$ cat config.mk
export PLATFORM = sky130hd
export DESIGN_NAME = update_fsm
export DESIGN_NICKNAME = d
export VERILOG_FILES = /design/src/hdl/cache_bus_pkg.sv /design/src/hdl/cache_geom_pkg.sv /design/src/hdl/update_fsm.sv
export SDC_FILE = /design/constraint.sdc
export NUM_CORES = 1
export LEC_CHECK = 0
export BUFFER_PORTS_ARGS = -buffer_cell sky130_fd_sc_hd__buf_4
export CORE_AREA = 2 2 648 650
export CTS_BUF_LIST = sky130_fd_sc_hd__clkbuf_16
export DETAILED_ROUTE_END_ITERATION = 10
export DIE_AREA = 0 0 650 652
export HOLD_SLACK_MARGIN = 0.12
export SLEW_MARGIN = 20
export SYNTH_ARGS = -nofsm -noshare
export SYNTH_HDL_FRONTEND = slang
export SYNTH_SLANG_ARGS = --single-unit
$ cat constraint.sdc
create_clock -name wclk -period 8.65 [get_ports wclk]
set_clock_uncertainty 0.05 [all_clocks]
set_input_delay 0.865 -clock wclk [delete_from_list [all_inputs] [get_ports wclk]]
set_output_delay 0.865 -clock wclk [all_outputs]
set_load 0.02 [all_outputs]
$ cat src/hdl/cache_bus_pkg.sv
package cache_bus_pkg;

	// ==================================================
	// basic bus fields
	// ==================================================

	// byte address as seen by both ports
	typedef logic [31:0] adr_t;
	// one cache line holds 16 bytes
	typedef logic [127:0] line_data_t;
	// one enable bit per byte of a line
	typedef logic [15:0] byte_sel_t;

	// operations carried by the update port
	typedef enum logic [1:0] {
		OP_LOAD,
		OP_WRITE,
		OP_INVAL
	} upd_op_e;

	// ==================================================
	// read port
	// ==================================================

	typedef struct packed {
		logic stb;
		adr_t adr;
	} rd_req_t;

	typedef struct packed {
		logic       ack;
		logic       hit;
		line_data_t dat;
	} rd_rsp_t;

	// ==================================================
	// update port
	// ==================================================

	typedef struct packed {
		logic       stb;
		upd_op_e    op;
		adr_t       adr;
		byte_sel_t  sel;
		line_data_t dat;
	} upd_req_t;

	// hit is only meaningful in the ack cycle
	typedef struct packed {
		logic ack;
		logic hit;
	} upd_rsp_t;

endpackage

$ cat src/hdl/cache_geom_pkg.sv
package cache_geom_pkg;

	// ==================================================
	// geometry
	// ==================================================

	// four ways per set, 16 bytes per line
	localparam int WAYS = 4;
	localparam int OFFSET_BITS = 4;

	// the tag keeps every address bit above the line offset, index bits included,
	// so none of these types change with the number of sets
	typedef logic [$bits(cache_bus_pkg::adr_t)-OFFSET_BITS-1:0] tag_t;

	typedef logic [$clog2(WAYS)-1:0] way_idx_t;
	// one bit per way, bit 0 is the newest fill
	typedef logic [WAYS-1:0] way_mask_t;

	// contents of one way
	typedef struct packed {
		tag_t                     tag;
		logic                     modified;
		cache_bus_pkg::line_data_t data;
	} way_line_t;

	// all ways of one set, read and written as a single word
	typedef way_line_t [WAYS-1:0] set_line_t;

	// update sequencer states
	typedef enum logic [2:0] {
		ST_SWEEP,
		ST_IDLE,
		ST_LOOKUP,
		ST_COMPARE,
		ST_COMMIT
	} fsm_state_e;

endpackage

$ cat src/hdl/update_fsm.sv
module update_fsm #(
	parameter int SETS = 64
) (
	input  logic                       wclk,
	input  logic                       rst,
	input  cache_bus_pkg::upd_req_t    upd_req,
	output cache_bus_pkg::upd_rsp_t    upd_rsp,
	output logic                       ready,
	output logic                       sweep_en,
	input  logic [$clog2(SETS)-1:0]    sweep_index,
	input  logic                       sweep_done,
	output logic [$clog2(SETS)-1:0]    upd_index,
	input  cache_geom_pkg::set_line_t  new_set,
	input  cache_geom_pkg::way_mask_t  new_valid,
	input  cache_geom_pkg::way_mask_t  hit_mask,
	output logic                       wr_en,
	output logic [$clog2(SETS)-1:0]    wr_index,
	output cache_geom_pkg::set_line_t  wr_set,
	output cache_geom_pkg::way_mask_t  wr_valid,
	output cache_bus_pkg::upd_req_t    req_q
);
	import cache_bus_pkg::*;
	import cache_geom_pkg::*;

	localparam int IDX_BITS = $clog2(SETS);

	fsm_state_e state;
	fsm_state_e state_nxt;
	logic       commit;

	// ==================================================
	// state register and request latch
	// ==================================================

	// reset parks the machine in the sweep so the valid store is cleared first
	always_ff @(posedge wclk) begin
		if (rst)
			state <= ST_SWEEP;
		else
			state <= state_nxt;
	end

	// the request is held for the three cycles of lookup, compare and commit
	always_ff @(posedge wclk) begin
		if (state == ST_IDLE && upd_req.stb)
			req_q <= upd_req;
	end

	// every update takes the same fixed path, there is no early exit on a miss
	always_comb begin
		state_nxt = state;
		case (state)
			ST_SWEEP:   if (sweep_done) state_nxt = ST_IDLE;
			ST_IDLE:    if (upd_req.stb) state_nxt = ST_LOOKUP;
			ST_LOOKUP:  state_nxt = ST_COMPARE;
			ST_COMPARE: state_nxt = ST_COMMIT;
			ST_COMMIT:  state_nxt = ST_IDLE;
			default:    state_nxt = ST_SWEEP;
		endcase
	end

	// ==================================================
	// set store control
	// ==================================================

	assign ready    = (state != ST_SWEEP);
	assign sweep_en = (state == ST_SWEEP);
	assign commit   = (state == ST_COMMIT);

	// in idle the port B address comes straight from the strobe so the set is
	// back in ST_LOOKUP, afterwards the latched address keeps it stable
	assign upd_index = (state == ST_IDLE) ? upd_req.adr[OFFSET_BITS +: IDX_BITS]
	                                      : req_q.adr[OFFSET_BITS +: IDX_BITS];

	// the sweep only needs the valid bits cleared, the set payload is don't care
	assign wr_en    = sweep_en | commit;
	assign wr_index = sweep_en ? sweep_index : req_q.adr[OFFSET_BITS +: IDX_BITS];
	assign wr_set   = new_set;
	assign wr_valid = sweep_en ? '0 : new_valid;

	// a load always reports a hit, write and invalidate report the tag compare
	always_comb begin
		upd_rsp.ack = commit;
		upd_rsp.hit = commit & ((req_q.op == OP_LOAD) | (|hit_mask));
	end

	// the requester may only strobe while the machine waits in idle
	a_stb_spacing: assert property (@(posedge wclk) disable iff (rst)
		upd_req.stb |-> state == ST_IDLE);

	// every ack goes back to a strobe exactly three cycles earlier
	a_ack_latency: assert property (@(posedge wclk) disable iff (rst)
		upd_rsp.ack |-> $past(upd_req.stb, 3));

endmodule

### Yosys cells after proc, flatten, opt, wreduce, memory -nomap -nowiden

Cells that the tools add are included.

| cells by class | value |
|---|---|
| equality and inequality tests | 6 |
| multiplexer cells | 6 |
| bitwise logic cells | 3 |
| reduce and logical (&&, ||, !) cells | 6 |

Operators with widths:

| cell | count |
|---|---|
| case mux 3 bit (5 select lines) | 1 |
| 2-to-1 mux 6 bit | 2 |
| == test 3 x 2 -> 1 bit (second input constant) | 2 |
| 2-to-1 mux 3 bit | 2 |
| 2-to-1 mux 4 bit | 1 |
| OR reduction 4 bit | 1 |
| == test 3 x 1 -> 1 bit (second input constant) | 1 |
| == test 3 bit (second input constant) | 1 |
| zero test 3 bit | 1 |
| nonzero test 3 bit | 1 |
| zero test 2 bit | 1 |
| inequality test 2 x 1 -> 1 bit (second input constant) | 1 |
| inequality test 2 bit (second input constant) | 1 |
| bitwise OR 1 bit | 2 |
| AND reduction 2 bit | 1 |
| bitwise AND 1 bit | 1 |
| logical AND 1 bit | 1 |

| word-level totals | value |
|---|---|
| bits in registers | 182 |
| input bits | 824 |
| output and inout bits | 828 |
| logic and storage cells | 27 |

### Longest topological paths before layout

Gate-level depths: netlist of run 1.

| depth | value |
|---|---|
| depth after elaboration | 3 |
| depth in mapped cells | 4 |
| mapped depth without buffers | 3 |

### Worst setup path after synthesis of run 1

Ideal clock, no wire load.

| path | value |
|---|---|
| kind | input -> register |
| start | input port upd_req[178] in the netlist's numbering |
| end | register req_q[0] in the netlist's numbering, enable pin |
| setup time | 0.561 ns |
| data arrival time | 4.935 ns |
| path slack | 3.104 ns |
| stages on the path | 1 |
| cell sequence | and2_1 |

| between the ends | value |
|---|---|
| cells in the longest elaborated chain, start to end | 1 |

Ends and longest elaborated chain:

| element | RTL line | RTL |
|---|---|---|
| start, declared | update_fsm.sv:6 | `input cache_bus_pkg::upd_req_t upd_req,` |
| logical AND 1 bit | update_fsm.sv:45 | `if (state == ST_IDLE && upd_req.stb)` |
| end signal, assigned | update_fsm.sv:46 | `req_q <= upd_req;` |
| end, declared | update_fsm.sv:20 | `output cache_bus_pkg::upd_req_t req_q` |

Every way passes these cells.
A chain may end at the register's enable or synchronous reset.

### Final worst setup path of run 1

| path | value |
|---|---|
| start | register state[2] |
| end | output port wr_index[5] |

| between the ends | value |
|---|---|
| cells in the longest elaborated chain, start to end | 2 |

Ends and longest elaborated chain:

| element | RTL line | RTL |
|---|---|---|
| start, declared | update_fsm.sv:27 | `fsm_state_e state;` |
| start signal, assigned | update_fsm.sv:40 | `state <= state_nxt;` |
| zero test 3 bit | update_fsm.sv:67 | `assign sweep_en = (state == ST_SWEEP);` |
| 2-to-1 mux 6 bit | update_fsm.sv:77 | `assign wr_index = sweep_en ? sweep_index : req_q.adr[OFFSET_BITS +: IDX_BITS];` |
| end, declared | update_fsm.sv:17 | `output logic [$clog2(SETS)-1:0] wr_index,` |

Every way passes these cells.

==> flow_metrics.env, run 1 <==
export IMPL_outcome="complete, no violations"
export IMPL_cts_htree_levels=4
export IMPL_endpoint_kind="output pin"
export IMPL_cts_repair_timing_setup_buffer_count=0
export IMPL_portBuffers=395
export IMPL_timing_max_cap_violations=0
export IMPL_synth_cell_area_um2=10500
export IMPL_max_freq_ghz=0.318
export IMPL_critical_path_startpoint_type="flop"
export IMPL_first_pass_grt_wire_length_mm=322
export IMPL_grt_total_ovfl=0
export IMPL_clock_tree_sinks=182
export IMPL_die_y_um=652
export IMPL_initial_core_util_pct=2.51
export IMPL_hold_class="input port to flop"
export IMPL_period_minus_slack_ns=3.14
export IMPL_netlist_instances=849
export IMPL_timing_final_setup_violations=0
export IMPL_synthMostInstantiatedCell="sky130_fd_sc_hd__buf_4"
export IMPL_post_drt_wl_per_cell_um=49.7
export IMPL_postLayoutCellArea_um2=16300
export IMPL_yosys_warnings=0
export IMPL_post_dp_cell_area_um2=15600
export IMPL_synthesis_nets=1673
export IMPL_grt_setup_unrepaired="no"
export IMPL_largest_net_degree_at_the_start_of_global_routing=135
export IMPL_total_routing_resource_utilization_after_global_routing_pct=13.9
export IMPL_setup_worst_path_class="flop to output pin"
export IMPL_ys_dominant_reg_cell="sky130_fd_sc_hd__edfxtp_1"
export IMPL_drt_iter0_drc=454
export IMPL_detailed_place_hpwl_mm=293
export IMPL_yosys_cell_types_count=23
export IMPL_p_leak_uw=0.00399
export IMPL_timing_worst_slew_pin_value_ns=0.967
export IMPL_postCtsResizedCells=0
export IMPL_worst_setup_hold_path_clk_slew_ns=0.14
export IMPL_synth_yosys_seq_area_share_pct=51.9
export IMPL_die_width_um=650
export IMPL_finalHoldViolations=0
export IMPL_num_nets_final=1461
export IMPL_vias_in_the_first_global_route=6247
export IMPL_ys_async_sr_fraction_pct=0
export IMPL_ctsLongestPathBuffers=3
export IMPL_placeableCoreArea_um2=416000
export IMPL_drv_slew=0
export IMPL_post_detailed_routing_wire_length_mm=306
export IMPL_place_congestion=0.754
export IMPL_die_area_um2=424000
export IMPL_syn2layout_area_growth_pct=55.5
export IMPL_ctsRootBufferMaster="sky130_fd_sc_hd__clkbuf_16"
export IMPL_cp_max_fo=12
export IMPL_post_synth_top_area_cell="sky130_fd_sc_hd__edfxtp_1"
export IMPL_required_arrival_time_at_the_worst_endpoint_ns=7.74
export IMPL_synth_top_cells_by_area="sky130_fd_sc_hd__edfxtp_1 51%, sky130_fd_sc_hd__buf_4 45%, sky130_fd_sc_hd__mux2_2 0.75%"
export IMPL_post_route_util_pct=3.91
export IMPL_critical_path_arrival_ns=2.23
export IMPL_num_rows=237
export IMPL_ys_ff_latch=182
export IMPL_hold_path_startpoint="upd_req[58]"
export IMPL_cts_hold_buffers_added=0
export IMPL_drt_antenna_net_count=0
export IMPL_p_total_uw=2380
export IMPL_power_density_cell_area_nw_per_um2=146
export IMPL_length_of_the_first_detailed_routing_pass_in_iterations=4
export IMPL_multi_input_comb_area_um2=288
export IMPL_tritoncts="done"
export IMPL_final_seq_area_um2=5440
export IMPL_worst_skew_pair_later_pin_latency_ns=0.59
export IMPL_drive_above_1_share_pct=68.0
export IMPL_synth_enable_flop_cells=179
export IMPL_vdd_ir_drop_worst_mv=0.141
export IMPL_avgSynthCellArea_um2=12.3
export IMPL_initial_antenna_violation_count=93
export IMPL_max_slew_margin_rel_pct=35.5
export IMPL_cp_startpoint="state[2]$_SDFFE_PP0P_"
export IMPL_reg2reg_setup_slack_ns=5.74
export IMPL_layout_worst_path_cycle_share_pct=36.4
export IMPL_drt_drc_violations_left=0
export IMPL_post_synth_most_frequent_cells="630 x sky130_fd_sc_hd__buf_4, 179 x sky130_fd_sc_hd__edfxtp_1, 7 x sky130_fd_sc_hd__mux2_2"
export IMPL_yosys_area_top_type_share_pct=51.4
export IMPL_totalNegativeSetupSlack_ns=0
export IMPL_avgViaCountPerCell=1.06
export IMPL_timing_rr_start="state[0]$_SDFFE_PP0P_"
export IMPL_cts_buffer_count=21
export IMPL_route_vias_total=6512
export IMPL_design_portCount=1652
export IMPL_fill_cells=49200
-- critical path, cell delays in order, from the launching register on --
cell and delay (ns):
sky130_fd_sc_hd__dfxtp_1 0.42, sky130_fd_sc_hd__nor3_4 0.56, sky130_fd_sc_hd__mux2_2 0.40, sky130_fd_sc_hd__buf_4 0.21
-- cells by family after synthesis --
group	after synthesis	synth area share, %
buffers and inverters	633	45.4
DFF	182	51.9
and+or+nand+nor	18	1.12
muxes	12	1.29
AOI/OAI and AO/OA	4	0.251
-- state kept, by name, summed over array words and instances (netlist names) --
| signal | count |
|---|---|
| req_q | 179 |
| state | 3 |
-- where the power goes --
group / internal (uW) / switching, uW / total (uW)
clock network: 510 / 530 / 1040
registers: 1010 / 15.7 / 1030
logic: 115 / 199 / 314
total: 1640 / 744 / 2380
-- area by class of cell --
class,instances,area share (%)
multi-input cells,34,1.77
inverters,2,0.0461
diodes,12,0.185
repair buffers,396,18.3
clock buffers,21,3.23
flip-flops and latches,182,33.4
well taps,5497,42.3
clock inverters,11,0.746
-- layout by cell type (no fill, tap or decap), drive strengths merged --
cell | Yosys | routed
a211oi | 1 | 1
a31oi | 1 | 1
and2 | 1 | 1
buf | 631 | 396
bufinv | 0 | 2
clkbuf | 0 | 21
clkinv | 0 | 3
clkinvlp | 0 | 4
dfxtp | 3 | 3
diode | 0 | 12
edfxtp | 179 | 179
inv | 2 | 4
mux2 | 12 | 12
nand2 | 2 | 2
nand2b | 2 | 2
nand3b | 1 | 1
nor2 | 4 | 4
nor2b | 4 | 4
nor3 | 2 | 2
nor4 | 1 | 1
o21a | 1 | 1
o21ai | 1 | 1
or3 | 1 | 1
-- worst paths after layout --
check | endpoint | depth (start not counted)
worst max-delay path | wr_index[5] | 3
worst min register to register | state[2]$_SDFFE_PP0P_ | 2
worst max register to register | req_q[173]$_DFFE_PP_ | 4
worst min-delay path | req_q[58]$_DFFE_PP_ | 1
-- routing by layer --
| layer | up-vias | part of all wire [%] | global-route usage, % |
|---|---|---|---|
| met5 | - | 0.48 | 1.97 |
| met4 | 62 | 2.2 | 2.61 |
| met3 | 298 | 36 | 23.6 |
| met2 | 1941 | 47 | 23.5 |
| met1 | 2493 | 14 | 5.58 |
| li1 | 1718 | - | - |
-- stage by stage --
stage          std cells  hold slack [ns]  setup slack (ns)
2_1_floorplan        849            0.455              3.10
3_3_place_gp        6111            0.486              5.66
3_5_place_dp        6111            0.493              5.62
4_1_cts             6143            0.275              5.35
5_1_grt             6145            0.312              5.28
6_report            6155            0.352              5.51
No activity file was read; power rests on OpenSTA's default activity.
==> inputs of run 2 (changes only) <==
--- a/config.mk
+++ b/config.mk
@@ -6,10 +6,10 @@
 export NUM_CORES = 1
 export LEC_CHECK = 0
 export BUFFER_PORTS_ARGS = -buffer_cell sky130_fd_sc_hd__buf_4
-export CORE_AREA = 2 2 648 650
+export CORE_AREA = 2 2 642 644
 export CTS_BUF_LIST = sky130_fd_sc_hd__clkbuf_16
 export DETAILED_ROUTE_END_ITERATION = 10
-export DIE_AREA = 0 0 650 652
+export DIE_AREA = 0 0 644 646
 export HOLD_SLACK_MARGIN = 0.12
 export SLEW_MARGIN = 20
 export SYNTH_ARGS = -nofsm -noshare
==> constraint.sdc (replaced) <==
create_clock -name wclk -period 3 [get_ports wclk]
set_clock_uncertainty 0.05 [all_clocks]
set_input_delay 0.3 -clock wclk [delete_from_list [all_inputs] [get_ports wclk]]
set_output_delay 0.3 -clock wclk [all_outputs]
set_load 0.02 [all_outputs]
==> run 2 against run 1 <==
  * Worst hold slack better by 0.029 ns
  * Clock-buffer cell count stayed put
  * Flip-flop and latch count stayed put
  * Via count is 11% higher
  * Critical endpoint is now upd_rsp[1]
  * Clock power grew to 2.8 times the previous value
  * Routed wire length is 2.5% higher
  * Die area is 1.8% lower
  * First-iteration DRC count is 20% lower
  * Sequential power grew to 2.9 times the previous value
==> flow_metrics.env, run 2 (synthesis gave the netlist of run 1 again) <==
export IMPL_outcome="complete, no violations"
export IMPL_required_arrival_time_at_the_worst_endpoint_ns=2.65
export IMPL_drt_iter0_drc=364
export IMPL_largest_register_ff_count=179
export IMPL_num_rows=235
export IMPL_design_portCount=1652
export IMPL_critical_path_max_stage_delay_ns=0.60
export IMPL_count_of_buffer_and_inverter_cells_on_the_critical_path=2
export IMPL_p_leak_uw=0.00482
export IMPL_totalNegativeSetupSlack_ns=0
export IMPL_cp_max_fo=7
export IMPL_crit_chain="nor2_1, nand2_1, inv_1, buf_4"
export IMPL_timing_rr_start="state[0]$_SDFFE_PP0P_"
export IMPL_power_density_cell_area_nw_per_um2=391
export IMPL_largest_registers="req_q (179), state (3)"
export IMPL_timing_worst_slew_pin_value_ns=0.802
export IMPL_vias_in_the_first_global_route=7097
export IMPL_max_slew_margin_rel_pct=46.4
export IMPL_drv_slew=0
export IMPL_total_routing_resource_utilization_after_global_routing_pct=14.6
export IMPL_cts_buffer_count=21
export IMPL_drt_antenna_net_count=0
export IMPL_postCtsResizedCells=0
export IMPL_grt_total_ovfl=0
export IMPL_endpoint_kind="output pin"
export IMPL_mostFrequentLayoutCell="sky130_fd_sc_hd__buf_4"
export IMPL_grt_setup_unrepaired="no"
export IMPL_largest_net_degree_at_the_start_of_global_routing=43
export IMPL_ctsLongestPathBuffers=3
export IMPL_cts_htree_levels=4
export IMPL_layout_worst_path_cycle_share_pct=88.1
export IMPL_hold_path_startpoint="upd_req[162]"
export IMPL_place_congestion=0.718
export IMPL_initial_antenna_violation_count=113
export IMPL_period_minus_slack_ns=2.64
export IMPL_critical_path_arrival_ns=2.29
export IMPL_route_vias_total=7206
export IMPL_die_y_um=646
export IMPL_critical_path_startpoint_type="flop"
export IMPL_timing_max_cap_violations=0
export IMPL_max_freq_ghz=0.378
export IMPL_tritoncts="done"
export IMPL_detailed_place_hpwl_mm=301
export IMPL_hold_class="input port to flop"
export IMPL_setup_worst_path_class="flop to output pin"
export IMPL_syn2layout_area_growth_pct=74.0
export IMPL_portBuffers=395
export IMPL_ctsRootBufferMaster="sky130_fd_sc_hd__clkbuf_16"
export IMPL_worst_skew_pair_later_pin_latency_ns=0.55
export IMPL_worst_setup_hold_path_clk_slew_ns=0.09
export IMPL_avgViaCountPerCell=1.14
export IMPL_post_route_util_pct=4.45
export IMPL_path_delay_family="simple AND/OR/NAND/NOR gates"
export IMPL_crit_slowest_cell="sky130_fd_sc_hd__nand2_1"
export IMPL_finalHoldViolations=0
export IMPL_placeableCoreArea_um2=409000
export IMPL_post_detailed_routing_wire_length_mm=314
export IMPL_vdd_ir_drop_worst_mv=0.422
export IMPL_layout_common_cells="401 x sky130_fd_sc_hd__buf_4, 181 x sky130_fd_sc_hd__dlygate4sd3_1, 179 x sky130_fd_sc_hd__edfxtp_1, 21 x sky130_fd_sc_hd__clkbuf_16, 7 x sky130_fd_sc_hd__mux2_2"
export IMPL_post_drt_wl_per_cell_um=49.6
export IMPL_clock_tree_sinks=182
export IMPL_num_nets_final=1650
export IMPL_drt_drc_violations_left=0
export IMPL_timing_final_setup_violations=0
export IMPL_fill_cells=48300
export IMPL_registers_top_by_ff_count="req_q"
export IMPL_cts_repair_timing_setup_buffer_count=0
export IMPL_die_width_um=644
export IMPL_first_pass_grt_wire_length_mm=331
export IMPL_length_of_the_first_detailed_routing_pass_in_iterations=4
export IMPL_cp_startpoint="state[0]$_SDFFE_PP0P_"
export IMPL_drive_above_1_share_pct=53.5
export IMPL_initial_core_util_pct=2.56
export IMPL_die_area_um2=416000
[run 2: cell types whose count changed in the layout (fill, tap and decap cells not counted), moves of 2 or more]
cell / previous run / this run
sky130_fd_sc_hd__buf_4: 395 / 401
sky130_fd_sc_hd__diode_2: 12 / 34
sky130_fd_sc_hd__dlygate4sd3_1: 0 / 181
sky130_fd_sc_hd__clkinvlp_4: 4 / 1
sky130_fd_sc_hd__buf_12: 1 / 3
[run 2: layout make-up]
cell class	instances	area (um^2)	area share, %
diodes	34	85.1	0.467
inverters	2	7.51	0.0412
repair buffers	585	4880	26.8
clock buffers	21	526	2.89
multi-input cells	34	288	1.58
flip-flops and latches	182	5440	29.9
clock inverters	12	161	0.887
well taps	5451	6820	37.5
[run 2: per-layer routing]
metal	global-route usage (%)	vias to the layer above	routed length (um)
met3	25.1	324	113000
met4	2.98	68	7750
met2	24.4	1974	147000
met1	5.73	2701	44400
met5	1.35	-	1110
li1	-	2139	-
[run 2: power by group]
part	switching [uW]	internal (uW)	leakage, uW
Sequential	47.1	2920	0.00166
Clock	1370	1560	0.000337
Combinational	721	504	0.00282
[run 2: worst paths after layout]
path	endpoint	slack, ns	cells past startpoint
min	req_q[162]$_DFFE_PP_	0.38	2
min reg2reg	state[2]$_SDFFE_PP0P_	0.51	2
max	upd_rsp[1]	0.36	4
max reg2reg	req_q[46]$_DFFE_PP_	0.78	4
[run 2: what timing repair did]
item                       4_1_cts  5_1_grt
hold endpoints to repair       182        0
hold buffers                   181        0
setup endpoints to repair        0        0
[run 2: through the flow]
stage	area, um^2	power [uW]	instances	hold slack [ns]	worst slack [ns]
global route	18100	7540	6294	0.319	0.212
floorplan	10500	4490	849	0.319	0.485
CTS	18100	7500	6287	0.277	0.209
detailed placement	15600	4030	6073	0.429	0.633
global placement	15600	4030	6073	0.429	0.656
finish	18200	7130	6321	0.380	0.357
